## config.mk

```make
export PLATFORM = sky130hd
export DESIGN_NAME = gb80_alu_top
export DESIGN_NICKNAME = d
export VERILOG_FILES = /design/src/hdl/gb80_pkg.sv /design/src/hdl/alu_if.sv /design/src/hdl/gb80_alu_top.sv /design/src/hdl/alu_regs.sv /design/src/hdl/alu_seq.sv /design/src/hdl/gb80_alu.sv
export SDC_FILE = /design/constraint.sdc
export NUM_CORES = 1
export LEC_CHECK = 0
export BUFFER_PORTS_ARGS = -buffer_cell sky130_fd_sc_hd__buf_2
export CAP_MARGIN = 10
export CELL_PAD_IN_SITES_DETAIL_PLACEMENT = 2
export CELL_PAD_IN_SITES_GLOBAL_PLACEMENT = 2
export CORE_UTILIZATION = 45
export DETAILED_ROUTE_END_ITERATION = 10
export GPL_TIMING_DRIVEN = 0
export PLACE_DENSITY_LB_ADDON = 0.1
export SKIP_CTS_REPAIR_TIMING = 1
export SLEW_MARGIN = 0
export SYNTH_ARGS = -nofsm -noshare
export SYNTH_HDL_FRONTEND = slang
export SYNTH_SLANG_ARGS = --single-unit
```

## constraint.sdc

```tcl
create_clock -name clk -period 10.82 [get_ports clk]
set_input_delay 1.082 -clock clk [delete_from_list [all_inputs] [get_ports clk]]
set_output_delay 1.082 -clock clk [all_outputs]
set_load 0.005 [all_outputs]
```

## src/hdl/gb80_pkg.sv

```systemverilog
package gb80_pkg;

   // ALU opcodes, 27..31 fall through to PASS0
   typedef enum logic [4:0] {
      ALU_ADD,
      ALU_ADC,
      ALU_SUB,
      ALU_SBC,
      ALU_AND,
      ALU_OR,
      ALU_XOR,
      ALU_INC,
      ALU_DEC,
      ALU_DAA,
      ALU_NOT,
      ALU_CCF,
      ALU_SCF,
      ALU_RLC,
      ALU_RL,
      ALU_RRC,
      ALU_RR,
      ALU_SL,
      ALU_SRA,
      ALU_SRL,
      ALU_PASS0,
      ALU_PASS1,
      ALU_PASSF,
      ALU_BIT,
      ALU_SET,
      ALU_RES,
      ALU_SWAP
   } alu_op_e;

   typedef enum logic [1:0] {
      ALU_SIZE_8,
      ALU_SIZE_16,
      ALU_SIZE_SPEC   // Z forced low on ADD and rotates
   } alu_size_e;

   // Flag nibble, ZNHC
   localparam int F_Z = 3;
   localparam int F_N = 2;
   localparam int F_H = 1;
   localparam int F_C = 0;

   // Wishbone word addresses
   localparam logic [3:0] REG_OPA_LO = 4'd0;
   localparam logic [3:0] REG_OPA_HI = 4'd1;
   localparam logic [3:0] REG_OPB_LO = 4'd2;
   localparam logic [3:0] REG_OPB_HI = 4'd3;
   localparam logic [3:0] REG_CTRL   = 4'd4;
   localparam logic [3:0] REG_FLAGS  = 4'd5;
   localparam logic [3:0] REG_RES_LO = 4'd6;
   localparam logic [3:0] REG_RES_HI = 4'd7;
   localparam logic [3:0] REG_STATUS = 4'd8;

   // Control byte is {start, size[1:0], op[4:0]}
   localparam int CTRL_START_BIT = 7;
   localparam int CTRL_SIZE_LSB  = 5;
   localparam int CTRL_OP_LSB    = 0;

endpackage
```

## src/hdl/alu_if.sv

```systemverilog
interface alu_if;
   import gb80_pkg::*;

   logic        start;      // One clock, only while idle
   logic [15:0] opa;
   logic [15:0] opb;
   alu_op_e     op;
   alu_size_e   size;
   logic [3:0]  flags_in;

   logic        busy;
   logic        done;       // One clock, result valid
   logic [15:0] result;
   logic [3:0]  flags_out;

   modport regs (
      output start, opa, opb, op, size, flags_in,
      input  busy, done, result, flags_out
   );

   modport seq (
      input  start, opa, opb, op, size, flags_in,
      output busy, done, result, flags_out
   );

endinterface

```

## src/hdl/gb80_alu_top.sv

```systemverilog
module gb80_alu_top (
   input  logic       clk,
   input  logic       arst_n,
   input  logic       cyc,
   input  logic       stb,
   input  logic       we,
   input  logic [3:0] adr,
   input  logic [7:0] dat_w,
   output logic [7:0] dat_r,
   output logic       ack
);

   alu_if bus ();

   alu_regs u_regs (
      .clk    (clk),
      .arst_n (arst_n),
      .cyc    (cyc),
      .stb    (stb),
      .we     (we),
      .adr    (adr),
      .dat_w  (dat_w),
      .dat_r  (dat_r),
      .ack    (ack),
      .bus    (bus.regs)
   );

   alu_seq u_seq (
      .clk    (clk),
      .arst_n (arst_n),
      .bus    (bus.seq)
   );

endmodule

```

## src/hdl/alu_regs.sv

```systemverilog
module alu_regs (
   input  logic       clk,
   input  logic       arst_n,
   input  logic       cyc,
   input  logic       stb,
   input  logic       we,
   input  logic [3:0] adr,
   input  logic [7:0] dat_w,
   output logic [7:0] dat_r,
   output logic       ack,
   alu_if.regs        bus
);
   import gb80_pkg::*;

   logic [15:0] opa_q;
   logic [15:0] opb_q;
   logic [15:0] res_q;
   logic [7:0]  ctrl_q;
   logic [3:0]  flags_q;
   logic [7:0]  rd_data;
   logic        cyc_open;
   logic        wr;

   assign cyc_open = cyc & stb;
   assign wr       = ack & cyc_open & we;   // Writes land on the ack edge

   always_ff @(posedge clk or negedge arst_n) begin
      if (!arst_n) begin
         ack   <= 1'b0;
         dat_r <= 8'd0;
      end else begin
         ack <= cyc_open & ~ack;
         if (cyc_open & ~ack & ~we) dat_r <= rd_data;
      end
   end

   always_comb begin
      case (adr)
         REG_OPA_LO: rd_data = opa_q[7:0];
         REG_OPA_HI: rd_data = opa_q[15:8];
         REG_OPB_LO: rd_data = opb_q[7:0];
         REG_OPB_HI: rd_data = opb_q[15:8];
         REG_CTRL:   rd_data = ctrl_q;
         REG_FLAGS:  rd_data = {flags_q, 4'd0};   // GB F layout
         REG_RES_LO: rd_data = res_q[7:0];
         REG_RES_HI: rd_data = res_q[15:8];
         REG_STATUS: rd_data = {7'd0, bus.busy};
         default:    rd_data = 8'd0;
      endcase
   end

   always_ff @(posedge clk or negedge arst_n) begin
      if (!arst_n) begin
         opa_q   <= 16'd0;
         opb_q   <= 16'd0;
         ctrl_q  <= 8'd0;
         flags_q <= 4'd0;
         res_q   <= 16'd0;
      end else begin
         if (wr) begin
            case (adr)
               REG_OPA_LO: opa_q[7:0]  <= dat_w;
               REG_OPA_HI: opa_q[15:8] <= dat_w;
               REG_OPB_LO: opb_q[7:0]  <= dat_w;
               REG_OPB_HI: opb_q[15:8] <= dat_w;
               REG_CTRL: begin
                  // Start bit self-clears
                  if (!bus.busy) ctrl_q <= {1'b0, dat_w[CTRL_START_BIT-1:0]};
               end
               REG_FLAGS:  flags_q <= dat_w[7:4];
               default: ;
            endcase
         end
         if (bus.done) begin
            res_q   <= bus.result;
            flags_q <= bus.flags_out;   // Overrides a FLAGS write
         end
      end
   end

   assign bus.start    = wr && (adr == REG_CTRL) && dat_w[CTRL_START_BIT] && !bus.busy;
   assign bus.opa      = opa_q;
   assign bus.opb      = opb_q;
   assign bus.op       = alu_op_e'(dat_w[CTRL_OP_LSB +: 5]);
   assign bus.size     = alu_size_e'(dat_w[CTRL_SIZE_LSB +: 2]);
   assign bus.flags_in = flags_q;

   a_ack_in_cycle: assert property (@(posedge clk) disable iff (!arst_n)
      ack |-> (cyc && stb));

endmodule

```

## src/hdl/alu_seq.sv

```systemverilog
module alu_seq (
   input  logic clk,
   input  logic arst_n,
   alu_if.seq   bus
);
   import gb80_pkg::*;

   typedef enum logic [1:0] {IDLE, STEP_LO, STEP_HI} state_e;

   state_e      state, state_nxt;
   logic [15:0] opa_q, opb_q;
   alu_op_e     op_q;
   alu_size_e   size_q;
   logic [3:0]  fin_q;
   logic [7:0]  lo_q;          // Low result byte between steps
   logic [3:0]  flags_lo_q;
   logic        two_step;
   logic        lo_wrap;

   logic [7:0]  alu_d0, alu_d1, alu_out;
   alu_op_e     alu_op;
   alu_size_e   alu_size;
   logic [3:0]  alu_fin, alu_fout;

   assign two_step = (size_q == ALU_SIZE_16) &&
                     (op_q inside {ALU_ADD, ALU_ADC, ALU_INC, ALU_DEC});
   // High byte of inc/dec moves only when the low byte wrapped
   assign lo_wrap = (op_q == ALU_INC) ? (opa_q[7:0] == 8'hff) : (opa_q[7:0] == 8'h00);

   always_comb begin
      alu_d1   = opa_q[7:0];
      alu_d0   = opb_q[7:0];
      alu_op   = op_q;
      alu_size = size_q;
      alu_fin  = fin_q;
      if (state == STEP_HI) begin
         alu_d1   = opa_q[15:8];
         alu_d0   = opb_q[15:8];
         alu_size = ALU_SIZE_16;
         if (op_q == ALU_ADD || op_q == ALU_ADC) begin
            alu_op  = ALU_ADC;       // Carry from the low step
            alu_fin = flags_lo_q;
         end else if (!lo_wrap) begin
            alu_op = ALU_PASS1;
         end
      end
   end

   gb80_alu u_alu (
      .data0     (alu_d0),
      .data1     (alu_d1),
      .op        (alu_op),
      .flags_in  (alu_fin),
      .size      (alu_size),
      .data_out  (alu_out),
      .flags_out (alu_fout)
   );

   always_comb begin
      state_nxt = state;
      case (state)
         IDLE:    if (bus.start) state_nxt = STEP_LO;
         STEP_LO: state_nxt = two_step ? STEP_HI : IDLE;
         default: state_nxt = IDLE;
      endcase
   end

   always_ff @(posedge clk or negedge arst_n) begin
      if (!arst_n) state <= IDLE;
      else state <= state_nxt;
   end

   always_ff @(posedge clk) begin
      if (bus.start) begin
         opa_q  <= bus.opa;
         opb_q  <= bus.opb;
         op_q   <= bus.op;
         size_q <= bus.size;
         fin_q  <= bus.flags_in;
      end
      if (state == STEP_LO) begin
         lo_q       <= alu_out;
         flags_lo_q <= alu_fout;
      end
   end

   assign bus.busy      = (state != IDLE);
   assign bus.done      = (state == STEP_HI) || (state == STEP_LO && !two_step);
   assign bus.result    = (state == STEP_HI) ? {alu_out, lo_q} : {8'h00, alu_out};
   assign bus.flags_out = alu_fout;

   a_done_single: assert property (@(posedge clk) disable iff (!arst_n)
      bus.done |=> !bus.done);

   // Register block must hold off starts while an op runs
   a_start_idle: assert property (@(posedge clk) disable iff (!arst_n)
      bus.start |-> !bus.busy);

endmodule

```

## src/hdl/gb80_alu.sv

```systemverilog
module gb80_alu (
   input  logic                [7:0] data0,
   input  logic                [7:0] data1,
   input  gb80_pkg::alu_op_e         op,
   input  logic                [3:0] flags_in,
   input  gb80_pkg::alu_size_e       size,
   output logic                [7:0] data_out,
   output logic                [3:0] flags_out
);
   import gb80_pkg::*;

   logic [4:0] lo;
   logic [4:0] hi;
   logic [8:0] daa1;
   logic [8:0] daa2;
   logic       cin;
   logic [2:0] bit_idx;

   assign bit_idx = data0[5:3];

   always_comb begin
      data_out  = data0;
      flags_out = 4'd0;
      cin       = 1'b0;
      lo        = 5'd0;
      hi        = 5'd0;
      daa1      = 9'd0;
      daa2      = 9'd0;
      case (op)
         ALU_ADD, ALU_ADC: begin
            cin = (op == ALU_ADC) & flags_in[F_C];
            lo = {1'b0, data1[3:0]} + {1'b0, data0[3:0]} + {4'd0, cin};
            hi = {1'b0, data1[7:4]} + {1'b0, data0[7:4]} + {4'd0, lo[4]};
            data_out = {hi[3:0], lo[3:0]};
            flags_out[F_H] = lo[4];
            flags_out[F_C] = hi[4];
            case (size)
               ALU_SIZE_16:   flags_out[F_Z] = flags_in[F_Z];  // 16-bit add keeps Z
               ALU_SIZE_SPEC: flags_out[F_Z] = 1'b0;
               default:       flags_out[F_Z] = (data_out == 8'd0);
            endcase
         end
         ALU_SUB, ALU_SBC: begin
            cin = (op == ALU_SBC) & flags_in[F_C];
            // Bit 4 of each nibble result is the borrow
            lo = {1'b0, data1[3:0]} - {1'b0, data0[3:0]} - {4'd0, cin};
            hi = {1'b0, data1[7:4]} - {1'b0, data0[7:4]} - {4'd0, lo[4]};
            data_out = {hi[3:0], lo[3:0]};
            flags_out[F_N] = 1'b1;
            flags_out[F_H] = lo[4];
            flags_out[F_C] = hi[4];
            flags_out[F_Z] = (data_out == 8'd0);
         end
         ALU_AND, ALU_OR, ALU_XOR: begin
            if (op == ALU_AND) begin
               data_out = data1 & data0;
               flags_out[F_H] = 1'b1;
            end else if (op == ALU_OR) begin
               data_out = data1 | data0;
            end else begin
               data_out = data1 ^ data0;
            end
            flags_out[F_Z] = (data_out == 8'd0);
         end
         ALU_INC, ALU_DEC: begin
            if (op == ALU_INC) begin
               lo = {1'b0, data1[3:0]} + 5'd1;
               hi = {1'b0, data1[7:4]} + {4'd0, lo[4]};
            end else begin
               lo = {1'b0, data1[3:0]} - 5'd1;
               hi = {1'b0, data1[7:4]} - {4'd0, lo[4]};
            end
            data_out = {hi[3:0], lo[3:0]};
            if (size == ALU_SIZE_16) begin
               flags_out = flags_in;   // 16-bit inc/dec leaves flags alone
            end else begin
               flags_out[F_N] = (op == ALU_DEC);
               flags_out[F_H] = lo[4];
               flags_out[F_C] = flags_in[F_C];
               flags_out[F_Z] = (data_out == 8'd0);
            end
         end
         ALU_DAA: begin
            if (!flags_in[F_N]) begin
               // Correction after an add
               daa1 = (flags_in[F_H] || data1[3:0] > 4'h9) ?
                      {1'b0, data1} + 9'h006 : {1'b0, data1};
               daa2 = (flags_in[F_C] || daa1 > 9'h09f) ? daa1 + 9'h060 : daa1;
            end else begin
               daa1 = flags_in[F_H] ? {1'b0, data1 - 8'h06} : {1'b0, data1};
               daa2 = flags_in[F_C] ? daa1 - 9'h060 : daa1;
            end
            data_out = daa2[7:0];
            flags_out[F_N] = flags_in[F_N];
            flags_out[F_C] = daa2[8] | flags_in[F_C];
            flags_out[F_Z] = (data_out == 8'd0);
         end
         ALU_NOT: begin
            data_out = ~data1;
            flags_out = flags_in;
            flags_out[F_N] = 1'b1;
            flags_out[F_H] = 1'b1;
         end
         ALU_CCF, ALU_SCF: begin
            flags_out[F_Z] = flags_in[F_Z];
            flags_out[F_C] = (op == ALU_SCF) | ~flags_in[F_C];
         end
         ALU_RLC, ALU_RL: begin
            data_out = {data1[6:0], (op == ALU_RLC) ? data1[7] : flags_in[F_C]};
            flags_out[F_C] = data1[7];
            flags_out[F_Z] = (size != ALU_SIZE_SPEC) && (data_out == 8'd0);
         end
         ALU_RRC, ALU_RR: begin
            data_out = {(op == ALU_RRC) ? data1[0] : flags_in[F_C], data1[7:1]};
            flags_out[F_C] = data1[0];
            flags_out[F_Z] = (size != ALU_SIZE_SPEC) && (data_out == 8'd0);
         end
         ALU_SL: begin
            data_out = {data1[6:0], 1'b0};
            flags_out[F_C] = data1[7];
            flags_out[F_Z] = (data_out == 8'd0);
         end
         ALU_SRA, ALU_SRL: begin
            data_out = {(op == ALU_SRA) & data1[7], data1[7:1]};  // SRA keeps sign
            flags_out[F_C] = data1[0];
            flags_out[F_Z] = (data_out == 8'd0);
         end
         ALU_PASS1: begin
            data_out = data1;
            flags_out = flags_in;
         end
         ALU_PASSF: flags_out = data0[7:4];
         ALU_BIT: begin
            flags_out[F_Z] = ~data1[bit_idx];
            flags_out[F_H] = 1'b1;
            flags_out[F_C] = flags_in[F_C];
         end
         ALU_SET, ALU_RES: begin
            data_out = data1;
            data_out[bit_idx] = (op == ALU_SET);
            flags_out = flags_in;
         end
         ALU_SWAP: begin
            data_out = {data1[3:0], data1[7:4]};
            flags_out[F_Z] = (data_out == 8'd0);   // From the swapped value
         end
         default: flags_out = flags_in;   // PASS0 and unused codes
      endcase
   end

endmodule

```

==> impl_metrics.yaml <==
place:
  dpl.hpwl_um: 30420
  place_inst: 1235
  port_buffers: 24
  place.gp.congestion: 0.9769
layout:
  syn_to_final_growth_pct: 12.52
  fin_nets: 1054
  drive_gt1_share_pct: 15.45
  final_cell_count_no_fill: 1268
  diodes: 0
yosys:
  syn_inst: 941
  syn_avg_cell_area_um2: 9.631
  ys_dominant_reg_cell: "dfrtp_1"
  synth_top_cell_by_area: "dfrtp_1"
  async_flop_share_pct: 56.00
  synth_area_leaders: "dfrtp_1 (19%), edfxtp_1 (18%), mux2_2 (6.0%), ha_1 (5.2%), mux2i_1 (3.6%)"
  synth_edf_count: 55
  ys_warn_count: 0
  ys_seq_area_share_pct: 37.55
  syn-num-nets: 1005
  synth_top_area_share_pct: 19.33
  synth_seq_cells: 125
  synth_area_um2: 9062
  ys_types: 88
critical_path:
  ff2ff_setup_slack_ps: 3740
  r2r_end: "u_seq.lo_q[5]"
  critPathCaptureType: "register"
  critical_path_arrival_ps: 7200
  worstSetupStartpointType: "register"
  setup.worst_path.class: "register to register"
  r2r-start: "u_seq.op_q[4]"
  worstPathRequired_ps: 10940
  r2r_cells: 21
  path_max_fanout: 10
clocking:
  cts_tree: "done"
  clk_latency_ps: 440
  clk_transition_reported_paths_ps: 70
  clock-sinks: 125
  cts.path.max_buffers: 2
  cts_buffers: 17
  h-tree-depth: 4
  root_buffer: "clkbuf_16"
pwr:
  power.leakage_nw: 4.170
  power_density_nw_per_um2: 114.5
  ir_worst_vdd_v: 0.0001985
floorplan:
  rows: 51
  dieHeight_um: 143.9
  initial_utilization_pct: 46.26
  die-area_um2: 20710
  die_w_um: 143.9
  io_pins: 26
  coreArea_um2: 19590
timing:
  slew_violations: 0
  setup_violations: 0
  fin_skew_ps: 11.76
  finalHoldViolCount: 0
  fin_crit_ps: 7083
  tns_ps: 0
  period_share_pct: 65.46
  slew_headroom_pct: 24.56
  fmax_mhz: 141.2
  rsz0062_at_grt: "false"
  worst_slew_pin_slew_ps: 1123
detailed_routing:
  drtIter0Drc: 941
  ant_nets: 0
  first_pass_iters: 7
  wirelength_um: 45720
  vias: 9196
  viasPerCell: 7.252
  drc: 0
  wl_per_cell_um: 36.05
outcome:
  status: "complete, no violations"
global_routing:
  grt_pass1_wl_um: 66870
  grt_overflow: 0
  grt_max_degree: 61
  grt_pass1_vias: 9821
  grt_antenna_before_repair: 0
  gr-usage-all-layers_pct: 45.92
job:
  drv_cap: 0
worst_hold_path:
  hold_class: "input port to asynchronous set/reset pin"
## worst max-delay path by stage
| stage | endpoint | cells after the start | slack [ps] | from |
|---|---|---|---|---|
| detailed placement | u_seq.lo_q[7] | 23 | 4090 | u_seq.op_q[4] |
| floorplan | u_seq.flags_lo_q[3] | 25 | 5600 | u_seq.state[1] |
| finish | u_seq.lo_q[5] | 21 | 3740 | u_seq.op_q[4] |
| CTS | u_seq.lo_q[7] | 23 | 3890 | u_seq.op_q[4] |
| global route | u_seq.lo_q[7] | 23 | 3550 | u_seq.op_q[4] |
| global placement | u_seq.lo_q[7] | 23 | 4330 | u_seq.op_q[4] |
## state kept, by name, summed over array words and instances (netlist names)
register / count
u_regs.ack: 1
u_regs.bus.flags_in: 4
u_regs.bus.opa: 16
u_regs.bus.opb: 16
u_regs.ctrl_q: 7
u_regs.dat_r: 8
u_regs.res_q: 16
u_seq.fin_q: 4
u_seq.flags_lo_q: 4
u_seq.lo_q: 8
u_seq.op_q: 5
u_seq.opa_q: 16
u_seq.opb_q: 16
u_seq.size_q: 2
u_seq.state: 2
## layout make-up
cell class              instances  area [µm²]
plain buffers                  51       247.7
fillers                      2016        9393
multi-input cells             723        5269
well taps                     265       331.6
clock inverters                11       105.1
repair buffers                 30       200.2
clock buffers                  21       483.0
inverters                      42       157.7
flip-flops and latches        125        3403
## synthesized netlist by cell type, types with 4 or more instances
cell,count
nor2_1,68
clkbuf_1,31
mux4_2,7
a22oi_1,6
nor2b_1,11
and3_1,7
o211ai_1,13
o21ai_0,39
a21o_1,6
or4_1,4
or3_1,9
xnor2_1,24
mux2_2,48
a31oi_1,11
nor4_1,15
ha_1,38
nand2b_1,6
o2111ai_1,4
o31ai_1,8
inv_1,39
nand3_1,43
mux2i_1,33
edfxtp_1,55
a21oi_1,47
nor3_1,35
nand3b_1,4
o22ai_1,15
and2_1,10
a22o_1,10
nand4_1,15
a211oi_1,13
xor2_1,4
fa_1,9
nor3b_1,5
dfrtp_1,70
o221ai_1,9
buf_2,11
nand2_1,81
## logic make-up (layout without fill, tap and decap cells)
| logic type | count (synthesis) | in the layout | synth area share [%] |
|---|---|---|---|
| flip-flops | 125 | 125 | 37.55 |
| AND/OR/NAND/NOR | 326 | 326 | 18.06 |
| XOR/XNOR | 28 | 28 | 2.706 |
| buffers and inverters | 93 | 155 | 4.473 |
| adder cells (fa/ha/maj) | 47 | 47 | 7.235 |
| multiplexers | 91 | 91 | 12.09 |
| AO/OA/AOI/OAI | 231 | 231 | 17.88 |
## worst max-delay path, cell delays in order (launching register included)
cell      delay (ps)
edfxtp_1         450
clkbuf_1         330
nor4_4           600
nand2_1          460
mux2_2           470
and3_1           290
nand3_1          170
fa_1             490
inv_1             90
fa_1             280
nand2_1          110
a21oi_1          270
xor2_1           140
fa_1             380
inv_1             90
fa_1             460
a22oi_1          180
nand3_1          130
a31oi_1          170
o221ai_1         150
nor3_1           890
a21oi_1          150
## layer usage
layer	global-route usage, %	up-vias	routed length [µm]
li1	-	3657	-
met1	54.25	4644	17100
met2	74.52	657	21210
met3	8.897	238	3774
met4	33.59	0	3624
met5	0	-	0
## where the power goes
part / total [mW] / switching, mW / internal, mW / leakage (nW)
Sequential: 0.518 / 0.0129 / 0.505 / 1.48
Clock: 0.594 / 0.249 / 0.345 / 0.285
Combinational: 0.0553 / 0.0360 / 0.0194 / 2.41
## cell usage in the layout, fill, tap and decap left out, types with 11 or more instances in the layout
master     count
a21oi_1       47
mux2i_1       33
ha_1          38
nor4_1        15
nor2_1        67
a211oi_1      13
nor3_1        34
inv_1         39
o211ai_1      13
xnor2_1       24
nand2_1       81
clkbuf_16     19
nand4_1       15
nand3_1       43
clkbuf_1      33
edfxtp_1      55
buf_2         37
dfrtp_1       70
o22ai_1       15
a31oi_1       11
mux2_2        48
o21ai_0       39
## metrics by stage
step	util [%]	hold slack [ps]	cell area (µm²)	power [mW]	setup WS, ps
after global placement	48.57	431.1	9514	0.5669	4329
after global routing	52.05	494.7	10200	1.181	3550
after CTS	52.03	487.5	10190	1.161	3890
after detailed placement	49.03	463.2	9604	0.5740	4088
final	52.05	491.7	10200	1.168	3737
after floorplan	-	424.8	9062	0.5431	5599
No activity file was read; power rests on OpenSTA's default activity.
